File: config.mk
export PLATFORM = sky130hd
export DESIGN_NAME = tanimoto_top
export DESIGN_NICKNAME = d
export VERILOG_FILES = /design/src/tanimoto_pkg.sv /design/src/tanimoto_top.sv /design/src/match_arbiter.sv /design/src/similarity_lane.sv /design/src/stream_ctrl.sv /design/src/threshold_table.sv /design/src/id_fifo.sv /design/src/popcount.sv
export SDC_FILE = /design/constraint.sdc
export NUM_CORES = 2
export LEC_CHECK = 0
export BUFFER_PORTS_ARGS = -buffer_cell sky130_fd_sc_hd__buf_4
export CAP_MARGIN = 0
export CELL_PAD_IN_SITES_DETAIL_PLACEMENT = 0
export CELL_PAD_IN_SITES_GLOBAL_PLACEMENT = 2
export CORE_MARGIN = 5
export CORE_UTILIZATION = 44
export DETAILED_ROUTE_END_ITERATION = 16
export GPL_ROUTABILITY_DRIVEN = 0
export PLACE_DENSITY_LB_ADDON = 0.1
export SLEW_MARGIN = 40
export SYNTH_ARGS = -nofsm -noshare
export SYNTH_HDL_FRONTEND = slang
export SYNTH_SLANG_ARGS = --single-unit
File: constraint.sdc
create_clock -name clk -period 8.1 [get_ports clk]
set_input_delay 1.215 -clock clk [delete_from_list [all_inputs] [get_ports clk]]
set_output_delay 1.215 -clock clk [all_outputs]
set_load 0.02 [all_outputs]
File: src/tanimoto_pkg.sv
`default_nettype none

package tanimoto_pkg;

    // Vector and lane geometry
    localparam int VEC_W       = 32;
    localparam int NUM_REF     = 4;
    localparam int LANE_W      = $clog2(NUM_REF);
    localparam int ID_W        = 8;

    // Match FIFOs and the output FIFO share one size
    localparam int FIFO_DEPTH  = 8;
    localparam int FIFO_PTR_W  = $clog2(FIFO_DEPTH);
    localparam int FIFO_CNT_W  = FIFO_PTR_W + 1;

    // Popcount splits the vector into byte groups
    localparam int POP_DELAY   = 2;
    localparam int POP_GRP_W   = 8;
    localparam int POP_GRPS    = VEC_W / POP_GRP_W;
    localparam int POP_PART_W  = $clog2(POP_GRP_W + 1);

    // One threshold entry per possible AND popcount
    localparam int THR_ENTRIES = VEC_W + 1;
    localparam int THR_ADDR_W  = 6;

    typedef logic [VEC_W-1:0]  vec_t;
    typedef logic [5:0]        cnt_t;
    typedef logic [6:0]        sum_t;
    typedef logic [ID_W-1:0]   id_t;
    // Ref ID in the upper byte, compare ID in the lower byte
    typedef logic [2*ID_W-1:0] pair_t;

    typedef enum logic {
        LOAD_REF = 1'b0,
        COMPARE  = 1'b1
    } state_e;

endpackage

`default_nettype wire
File: src/tanimoto_top.sv
`timescale 1ns/1ps
`default_nettype none

module tanimoto_top (
    input  wire                                clk,
    input  wire                                rstn,
    input  wire tanimoto_pkg::vec_t            i_vec,
    input  wire                                i_valid,
    input  wire                                i_thr_we,
    input  wire [tanimoto_pkg::THR_ADDR_W-1:0] i_thr_addr,
    input  wire tanimoto_pkg::sum_t            i_thr_data,
    input  wire                                i_pair_read,
    output logic                               o_pair_valid,
    output tanimoto_pkg::pair_t                o_pair
);
    import tanimoto_pkg::*;

    // Reference load bus
    logic               ref_load;
    logic [NUM_REF-1:0] ref_sel;
    vec_t               ref_vec;
    cnt_t               ref_cnt;
    id_t                ref_id;

    // Compare broadcast bus
    logic               cmp_valid;
    vec_t               cmp_vec;
    cnt_t               cmp_cnt;
    id_t                cmp_id;

    cnt_t                  lane_thr_addr [NUM_REF];
    sum_t                  lane_thr_data [NUM_REF];
    logic [NUM_REF-1:0]    lane_empty;
    logic [NUM_REF-1:0]    lane_pop;
    logic [FIFO_CNT_W-1:0] lane_count [NUM_REF];
    pair_t                 lane_pair  [NUM_REF];

    stream_ctrl stream_ctrl_i (
        .clk         (clk),
        .rstn        (rstn),
        .i_vec       (i_vec),
        .i_valid     (i_valid),
        .o_ref_load  (ref_load),
        .o_ref_sel   (ref_sel),
        .o_ref_vec   (ref_vec),
        .o_ref_cnt   (ref_cnt),
        .o_ref_id    (ref_id),
        .o_cmp_valid (cmp_valid),
        .o_cmp_vec   (cmp_vec),
        .o_cmp_cnt   (cmp_cnt),
        .o_cmp_id    (cmp_id)
    );

    threshold_table threshold_table_i (
        .clk        (clk),
        .rstn       (rstn),
        .i_thr_we   (i_thr_we),
        .i_thr_addr (i_thr_addr),
        .i_thr_data (i_thr_data),
        .i_rd_addr  (lane_thr_addr),
        .o_rd_data  (lane_thr_data)
    );

    for (genvar k = 0; k < NUM_REF; k++) begin : g_lane
        // Each lane takes only the reference addressed to it
        similarity_lane lane_i (
            .clk         (clk),
            .rstn        (rstn),
            .i_ref_load  (ref_load && ref_sel[k]),
            .i_ref_vec   (ref_vec),
            .i_ref_cnt   (ref_cnt),
            .i_ref_id    (ref_id),
            .i_cmp_valid (cmp_valid),
            .i_cmp_vec   (cmp_vec),
            .i_cmp_cnt   (cmp_cnt),
            .i_cmp_id    (cmp_id),
            .o_thr_addr  (lane_thr_addr[k]),
            .i_thr_data  (lane_thr_data[k]),
            .i_pop       (lane_pop[k]),
            .o_empty     (lane_empty[k]),
            .o_count     (lane_count[k]),
            .o_pair      (lane_pair[k])
        );
    end

    match_arbiter match_arbiter_i (
        .clk          (clk),
        .rstn         (rstn),
        .i_lane_empty (lane_empty),
        .i_lane_count (lane_count),
        .i_lane_pair  (lane_pair),
        .o_lane_pop   (lane_pop),
        .i_pair_read  (i_pair_read),
        .o_pair_valid (o_pair_valid),
        .o_pair       (o_pair)
    );

endmodule

`default_nettype wire

File: src/match_arbiter.sv
`timescale 1ns/1ps
`default_nettype none

module match_arbiter (
    input  wire                                  clk,
    input  wire                                  rstn,
    input  wire [tanimoto_pkg::NUM_REF-1:0]      i_lane_empty,
    input  wire [tanimoto_pkg::FIFO_CNT_W-1:0]   i_lane_count [tanimoto_pkg::NUM_REF],
    input  wire tanimoto_pkg::pair_t             i_lane_pair  [tanimoto_pkg::NUM_REF],
    output logic [tanimoto_pkg::NUM_REF-1:0]     o_lane_pop,
    input  wire                                  i_pair_read,
    output logic                                 o_pair_valid,
    output tanimoto_pkg::pair_t                  o_pair
);
    import tanimoto_pkg::*;

    logic [LANE_W-1:0]     sel;
    logic                  found;
    logic [FIFO_CNT_W-1:0] best_cnt;
    logic                  grant;
    logic                  out_full;
    logic                  out_empty;

    // Fullest non-empty lane wins, strict compare keeps the lowest index on ties
    always_comb begin
        sel      = '0;
        found    = 1'b0;
        best_cnt = '0;
        for (int k = 0; k < NUM_REF; k++) begin
            if (!i_lane_empty[k] && (!found || (i_lane_count[k] > best_cnt))) begin
                sel      = LANE_W'(k);
                found    = 1'b1;
                best_cnt = i_lane_count[k];
            end
        end
    end

    // At most one transfer per cycle, only while the output FIFO has room
    assign grant = found && !out_full;

    always_comb begin
        o_lane_pop = '0;
        if (grant) begin
            o_lane_pop[sel] = 1'b1;
        end
    end

    id_fifo out_fifo_i (
        .clk     (clk),
        .rstn    (rstn),
        .i_push  (grant),
        .i_data  (i_lane_pair[sel]),
        .i_pop   (i_pair_read),
        .o_data  (o_pair),
        .o_empty (out_empty),
        .o_full  (out_full),
        .o_count ()
    );

    assign o_pair_valid = !out_empty;

endmodule

`default_nettype wire

File: src/similarity_lane.sv
`timescale 1ns/1ps
`default_nettype none

module similarity_lane (
    input  wire                                  clk,
    input  wire                                  rstn,
    input  wire                                  i_ref_load,
    input  wire tanimoto_pkg::vec_t              i_ref_vec,
    input  wire tanimoto_pkg::cnt_t              i_ref_cnt,
    input  wire tanimoto_pkg::id_t               i_ref_id,
    input  wire                                  i_cmp_valid,
    input  wire tanimoto_pkg::vec_t              i_cmp_vec,
    input  wire tanimoto_pkg::cnt_t              i_cmp_cnt,
    input  wire tanimoto_pkg::id_t               i_cmp_id,
    output tanimoto_pkg::cnt_t                   o_thr_addr,
    input  wire tanimoto_pkg::sum_t              i_thr_data,
    input  wire                                  i_pop,
    output logic                                 o_empty,
    output logic [tanimoto_pkg::FIFO_CNT_W-1:0]  o_count,
    output tanimoto_pkg::pair_t                  o_pair
);
    import tanimoto_pkg::*;

    vec_t  ref_vec_q;
    cnt_t  ref_cnt_q;
    id_t   ref_id_q;
    sum_t  sum_pipe [POP_DELAY];
    id_t   cid_pipe [POP_DELAY];
    cnt_t  and_cnt;
    logic  and_valid;
    logic  match_q;
    pair_t pair_q;

    // Reference slot
    always_ff @(posedge clk) begin
        if (i_ref_load) begin
            ref_vec_q <= i_ref_vec;
            ref_cnt_q <= i_ref_cnt;
            ref_id_q  <= i_ref_id;
        end
    end

    // c = CNT(ref & cmp)
    popcount and_pop_i (
        .clk     (clk),
        .rstn    (rstn),
        .i_vec   (ref_vec_q & i_cmp_vec),
        .i_valid (i_cmp_valid),
        .o_cnt   (and_cnt),
        .o_valid (and_valid)
    );

    // Weight sum and compare ID follow c through the popcount
    always_ff @(posedge clk) begin
        sum_pipe[0] <= sum_t'(ref_cnt_q) + sum_t'(i_cmp_cnt);
        cid_pipe[0] <= i_cmp_id;
        for (int s = 1; s < POP_DELAY; s++) begin
            sum_pipe[s] <= sum_pipe[s-1];
            cid_pipe[s] <= cid_pipe[s-1];
        end
    end

    assign o_thr_addr = and_cnt;

    // Registered threshold test
    always_ff @(posedge clk) begin
        if (!rstn) begin
            match_q <= 1'b0;
        end else begin
            match_q <= and_valid && (sum_pipe[POP_DELAY-1] <= i_thr_data);
        end
    end

    always_ff @(posedge clk) begin
        pair_q <= {ref_id_q, cid_pipe[POP_DELAY-1]};
    end

    id_fifo match_fifo_i (
        .clk     (clk),
        .rstn    (rstn),
        .i_push  (match_q),
        .i_data  (pair_q),
        .i_pop   (i_pop),
        .o_data  (o_pair),
        .o_empty (o_empty),
        .o_full  (),
        .o_count (o_count)
    );

endmodule

`default_nettype wire

File: src/stream_ctrl.sv
`timescale 1ns/1ps
`default_nettype none

module stream_ctrl (
    input  wire                                clk,
    input  wire                                rstn,
    input  wire tanimoto_pkg::vec_t            i_vec,
    input  wire                                i_valid,
    output logic                               o_ref_load,
    output logic [tanimoto_pkg::NUM_REF-1:0]   o_ref_sel,
    output tanimoto_pkg::vec_t                 o_ref_vec,
    output tanimoto_pkg::cnt_t                 o_ref_cnt,
    output tanimoto_pkg::id_t                  o_ref_id,
    output logic                               o_cmp_valid,
    output tanimoto_pkg::vec_t                 o_cmp_vec,
    output tanimoto_pkg::cnt_t                 o_cmp_cnt,
    output tanimoto_pkg::id_t                  o_cmp_id
);
    import tanimoto_pkg::*;

    state_e state_q;
    id_t    id_q;
    logic   last_ref;
    vec_t   vec_pipe   [POP_DELAY];
    state_e state_pipe [POP_DELAY];
    id_t    id_pipe    [POP_DELAY];
    cnt_t   pop_cnt;
    logic   pop_valid;

    // The NUM_REF-th accepted vector ends the reference load
    assign last_ref = i_valid && (state_q == LOAD_REF) && (id_q == id_t'(NUM_REF - 1));

    always_ff @(posedge clk) begin
        if (!rstn) begin
            state_q <= LOAD_REF;
            id_q    <= '0;
        end else if (last_ref) begin
            state_q <= COMPARE;
            id_q    <= '0;
        end else if (i_valid) begin
            id_q    <= id_q + 1'b1;
        end
    end

    // Input weight
    popcount in_pop_i (
        .clk     (clk),
        .rstn    (rstn),
        .i_vec   (i_vec),
        .i_valid (i_valid),
        .o_cnt   (pop_cnt),
        .o_valid (pop_valid)
    );

    // Vector, state and ID ride alongside the popcount
    always_ff @(posedge clk) begin
        vec_pipe[0]   <= i_vec;
        state_pipe[0] <= state_q;
        id_pipe[0]    <= id_q;
        for (int s = 1; s < POP_DELAY; s++) begin
            vec_pipe[s]   <= vec_pipe[s-1];
            state_pipe[s] <= state_pipe[s-1];
            id_pipe[s]    <= id_pipe[s-1];
        end
    end

    assign o_ref_load  = pop_valid && (state_pipe[POP_DELAY-1] == LOAD_REF);
    assign o_ref_sel   = NUM_REF'(1) << id_pipe[POP_DELAY-1];
    assign o_ref_vec   = vec_pipe[POP_DELAY-1];
    assign o_ref_cnt   = pop_cnt;
    assign o_ref_id    = id_pipe[POP_DELAY-1];

    assign o_cmp_valid = pop_valid && (state_pipe[POP_DELAY-1] == COMPARE);
    assign o_cmp_vec   = vec_pipe[POP_DELAY-1];
    assign o_cmp_cnt   = pop_cnt;
    assign o_cmp_id    = id_pipe[POP_DELAY-1];

endmodule

`default_nettype wire

File: src/threshold_table.sv
`timescale 1ns/1ps
`default_nettype none

module threshold_table (
    input  wire                                   clk,
    input  wire                                   rstn,
    input  wire                                   i_thr_we,
    input  wire [tanimoto_pkg::THR_ADDR_W-1:0]    i_thr_addr,
    input  wire tanimoto_pkg::sum_t               i_thr_data,
    input  wire tanimoto_pkg::cnt_t               i_rd_addr [tanimoto_pkg::NUM_REF],
    output tanimoto_pkg::sum_t                    o_rd_data [tanimoto_pkg::NUM_REF]
);
    import tanimoto_pkg::*;

    sum_t thr_q [THR_ENTRIES];

    // Entry c holds the largest allowed CNT(ref) + CNT(cmp)
    always_ff @(posedge clk) begin
        if (!rstn) begin
            for (int e = 0; e < THR_ENTRIES; e++) begin
                thr_q[e] <= '0;
            end
        end else if (i_thr_we && (i_thr_addr < THR_ADDR_W'(THR_ENTRIES))) begin
            thr_q[i_thr_addr] <= i_thr_data;
        end
    end

    // One combinational read port per lane
    always_comb begin
        for (int k = 0; k < NUM_REF; k++) begin
            o_rd_data[k] = thr_q[i_rd_addr[k]];
        end
    end

endmodule

`default_nettype wire

File: src/id_fifo.sv
`timescale 1ns/1ps
`default_nettype none

module id_fifo (
    input  wire                                  clk,
    input  wire                                  rstn,
    input  wire                                  i_push,
    input  wire tanimoto_pkg::pair_t             i_data,
    input  wire                                  i_pop,
    output tanimoto_pkg::pair_t                  o_data,
    output logic                                 o_empty,
    output logic                                 o_full,
    output logic [tanimoto_pkg::FIFO_CNT_W-1:0]  o_count
);
    import tanimoto_pkg::*;

    pair_t                 mem [FIFO_DEPTH];
    logic [FIFO_PTR_W-1:0] wr_ptr;
    logic [FIFO_PTR_W-1:0] rd_ptr;
    logic [FIFO_CNT_W-1:0] count;
    logic                  do_push;
    logic                  do_pop;

    assign o_empty = (count == '0);
    assign o_full  = (count == FIFO_CNT_W'(FIFO_DEPTH));
    assign o_count = count;

    // Overflow and underflow requests are dropped
    assign do_push = i_push && !o_full;
    assign do_pop  = i_pop && !o_empty;

    always_ff @(posedge clk) begin
        if (!rstn) begin
            wr_ptr <= '0;
            rd_ptr <= '0;
            count  <= '0;
        end else begin
            if (do_push) begin
                wr_ptr <= wr_ptr + 1'b1;
            end
            if (do_pop) begin
                rd_ptr <= rd_ptr + 1'b1;
            end
            case ({do_push, do_pop})
                2'b10:   count <= count + 1'b1;
                2'b01:   count <= count - 1'b1;
                default: count <= count;
            endcase
        end
    end

    always_ff @(posedge clk) begin
        if (do_push) begin
            mem[wr_ptr] <= i_data;
        end
    end

    // First word falls through
    assign o_data = mem[rd_ptr];

endmodule

`default_nettype wire

File: src/popcount.sv
`timescale 1ns/1ps
`default_nettype none

module popcount (
    input  wire                      clk,
    input  wire                      rstn,
    input  wire tanimoto_pkg::vec_t  i_vec,
    input  wire                      i_valid,
    output tanimoto_pkg::cnt_t       o_cnt,
    output logic                     o_valid
);
    import tanimoto_pkg::*;

    logic [POP_PART_W-1:0] part_d [POP_GRPS];
    logic [POP_PART_W-1:0] part_q [POP_GRPS];
    logic                  part_valid;
    cnt_t                  total_d;

    // Stage one, one small adder per byte
    always_comb begin
        for (int g = 0; g < POP_GRPS; g++) begin
            part_d[g] = '0;
            for (int b = 0; b < POP_GRP_W; b++) begin
                part_d[g] = part_d[g] + POP_PART_W'(i_vec[g*POP_GRP_W + b]);
            end
        end
    end

    // Stage two adds the byte counts
    always_comb begin
        total_d = '0;
        for (int g = 0; g < POP_GRPS; g++) begin
            total_d = total_d + cnt_t'(part_q[g]);
        end
    end

    always_ff @(posedge clk) begin
        if (!rstn) begin
            part_valid <= 1'b0;
            o_valid    <= 1'b0;
        end else begin
            part_valid <= i_valid;
            o_valid    <= part_valid;
        end
    end

    always_ff @(posedge clk) begin
        part_q <= part_d;
        o_cnt  <= total_d;
    end

endmodule

`default_nettype wire

==> results.md <==
* Sink Count at ~1700
* Crit Path Class: register to register
* First-pass GRT wire length at 309000 µm
* Min Tclk post-route at 6760 ps
* Ys async rst share at 0%
* # setup viols final at 0
* Slew Limit Fails at 0
* Register area share after synthesis at between 60% and 70%
* Core ar. at approximately 170000 µm²
* Count of input and output buffers at 66
* H-tree levels at 4
* Clock tree root buffer cell: clkbuf_16
* IO Pins at 67
* Main flop type after synthesis: edfxtp_1
* Initial antenna violation count at 9
* Routed WL per cell at between 20 and 30 µm
* Vias/cell at about 5.7
* Final period utilization at between 80% and 90%
* Die Y at roughly 430 µm
* Final clock skew at 32.1 ps
* Yosys top cell by area: edfxtp_1
* Clk slew on worst S/H paths at about 70 ps
* Crit path required time at 8850 ps
* Setup tns final at 0 ps
* RSZ-0062 raised after global routing: no
* Leakage power total at between 30 and 40 nW
* Fin util at 50.3%
* Most common cell in the synthesized netlist: edfxtp_1
* GRT Total Usage at a little under a quarter
* Yosys warns at 0
* Fraction of layout cells with a size suffix above 1 at around a quarter
* Worst slew pin tran at 901 ps
* Cell Pwr Density at between 300 and 400 nW/µm²
* CP Max Fanout at 22
* Seq cells post-synth at approximately 1700
* Final wirelength at 213000 µm
* CP endpoint kind: register
* CTS tree: yes
* Starting DRT DRC Count at a little under 4000
* CTS resizes at 0
* Synth-to-Final Area Change at 14.1%
* Slew margin rel. at approximately two fifths
* Post-CTS Hold Buffers at 0
* FMAX at around 150 MHz
* DRC at 0
* Largest net degree at the start of global routing at ~70
* Gr ovfl total at 0
* Final net count at around 5400
* Die footprint at ~180000 µm²
* Total CTS buffers at between 150 and 200
* Post-synth EDFFs at around 1300
* Drt pass-1 iters at 6
* HP Class: register to register
* Clock tree buffer depth at 3
* Synth top cells by count: edfxtp_1, mux4_2, dfxtp_1
* WP buf/inv at 3
* Initial Util at between 40 and 50%
* Die width at between 400 and 500 µm
* Type of element launching the critical path: register
* Max-cap violations at 0
* # rows at between 150 and 200
* Cells after synthesis at ~4700
* Worst ir drop on vdd at between 0.3 and 0.4 mV
* Area share of the largest cell type after synthesis at between 40% and 50%
* Number of hold-slack violations in the final timing report at 0
* Crit-path slowest cell: a2111oi_1
* Arrival @ worst endpoint at about 7500 ps
* Post-CTS Setup Inserts at 0
* Worst-Skew Late Latency at 840 ps
* Vias at 42700
* CP max stage delay at roughly 640 ps
* Synthesized cell area at between 70000 and 80000 µm²
* Area contributors post-synth: edfxtp_1, mux4_2, dfxtp_1, fa_1, ha_1
* Synth Area per Inst at roughly 16 µm²
* Post-DP HPWL at 144000 µm
* Family with the most delay on the worst path: compound AO/OA/AOI/OAI gates
* Most common cell on crit path: ha_1
* Remaining antenna violation count at 0
* Vias in the first global route at between 40000 and 50000
* Status: finished clean
* Yosys cell types at 62
logic make-up after synthesis:
logic type	Yosys count	share of synthesized area (%)
muxes	712	19.4
xor gates and xnor gates	79	0.905
DFF	1658	60.1
buffers and inverters	476	2.50
adders and majority gates	304	6.24
AOI/OAI and AO/OA	504	4.27
and+or+nand+nor	940	6.54
other	1	0.00491
cell type report:
class,count,area [µm²]
fillers,14600,86000
flip-flops and latches,1658,46000
multi-input cells,2756,29700
clock buffers,240,5140
well taps,2325,2910
repair buffers,195,1560
clock inverters,93,1150
inverters,213,802
diodes,1,2.50
where the power goes:
| part | switching, mW | internal (mW) | total, mW |
|---|---|---|---|
| registers | 0.883 | 9.99 | 10.9 |
| logic | 5.91 | 4.50 | 10.4 |
| clock network | 3.47 | 5.10 | 8.57 |
| total | 10.3 | 19.6 | 29.9 |
through the flow:
stage	area (µm²)	hold slack, ps	setup slack [ps]	total power [mW]	instances
floorplan	77200	310	2020	17.4	4890
global placement	80700	310	1310	21.5	7142
detailed placement	80800	312	1400	21.5	7144
CTS	87100	302	1380	30.2	7477
global route	87200	323	848	31.2	7480
finish	87200	301	1340	29.9	7481
layout by cell type (no fill, tap or decap), types with 22 or more instances in the layout:
cell / synthesis / layout
edfxtp_1: 1272 / 1272
mux4_2: 612 / 612
dfxtp_1: 386 / 364
and2_1: 309 / 309
conb_1: 1 / 217
inv_1: 211 / 210
clkbuf_16: 0 / 188
nand2_1: 186 / 186
buf_4: 11 / 184
ha_1: 175 / 175
nor2_1: 160 / 159
fa_1: 129 / 129
a21oi_1: 111 / 111
nor2b_1: 92 / 86
a22oi_1: 70 / 70
o21ai_0: 83 / 59
mux2_2: 58 / 58
xnor2_1: 48 / 48
nor3_1: 59 / 45
a211oi_1: 42 / 42
mux2i_1: 42 / 42
o22ai_1: 40 / 40
nand2b_1: 38 / 38
a31oi_1: 44 / 38
xor2_1: 31 / 31
clkinv_2: 0 / 31
a21o_1: 29 / 29
clkbuf_1: 158 / 28
clkbuf_8: 0 / 24
o21ai_1: 0 / 22
final timing paths:
check	start	end	slack [ps]	cells after the start
setup / recovery	g_lane[0].lane_i.match_fifo_i.o_count[2]	g_lane[0].lane_i.match_fifo_i.o_count[3]	1340	27
hold / removal	stream_ctrl_i.id_pipe[0][2]	stream_ctrl_i.id_pipe[0][10]	300	0
setup reg to reg	g_lane[0].lane_i.match_fifo_i.o_count[2]	g_lane[0].lane_i.match_fifo_i.o_count[3]	1340	27
hold reg to reg	stream_ctrl_i.id_pipe[0][2]	stream_ctrl_i.id_pipe[0][10]	300	0
layer usage:
metal | track usage, % | routed length, µm
met1 | 32.5 | 90300
met2 | 38.9 | 104000
met3 | 3.64 | 11800
met4 | 7.09 | 6560
met5 | 0 | 13
registers in the layout, summed over array words and instances (netlist names), 6 cells and up, named ones only:
register                            flops
g_lane.lane_i.match_fifo_i.mem        512
threshold_table_i.thr_q               448
g_lane.lane_i.ref_vec_q               128
match_arbiter_i.out_fifo_i.mem        128
g_lane.lane_i.and_pop_i.part_q         64
stream_ctrl_i.vec_pipe                 64
g_lane.lane_i.sum_pipe                 56
g_lane.lane_i.pair_q                   40
g_lane.lane_i.ref_id_q                 32
g_lane.lane_i.ref_cnt_q                24
g_lane.lane_i.match_fifo_i.o_count     16
g_lane.lane_i.cid_pipe                 16
stream_ctrl_i.id_pipe                  16
stream_ctrl_i.in_pop_i.part_q          16
g_lane.lane_i.match_fifo_i.rd_ptr      12
g_lane.lane_i.match_fifo_i.wr_ptr      12
stream_ctrl_i.id_q                      8
stream_ctrl_i.in_pop_i.o_cnt            6
No activity file was read; power rests on OpenSTA's default activity.
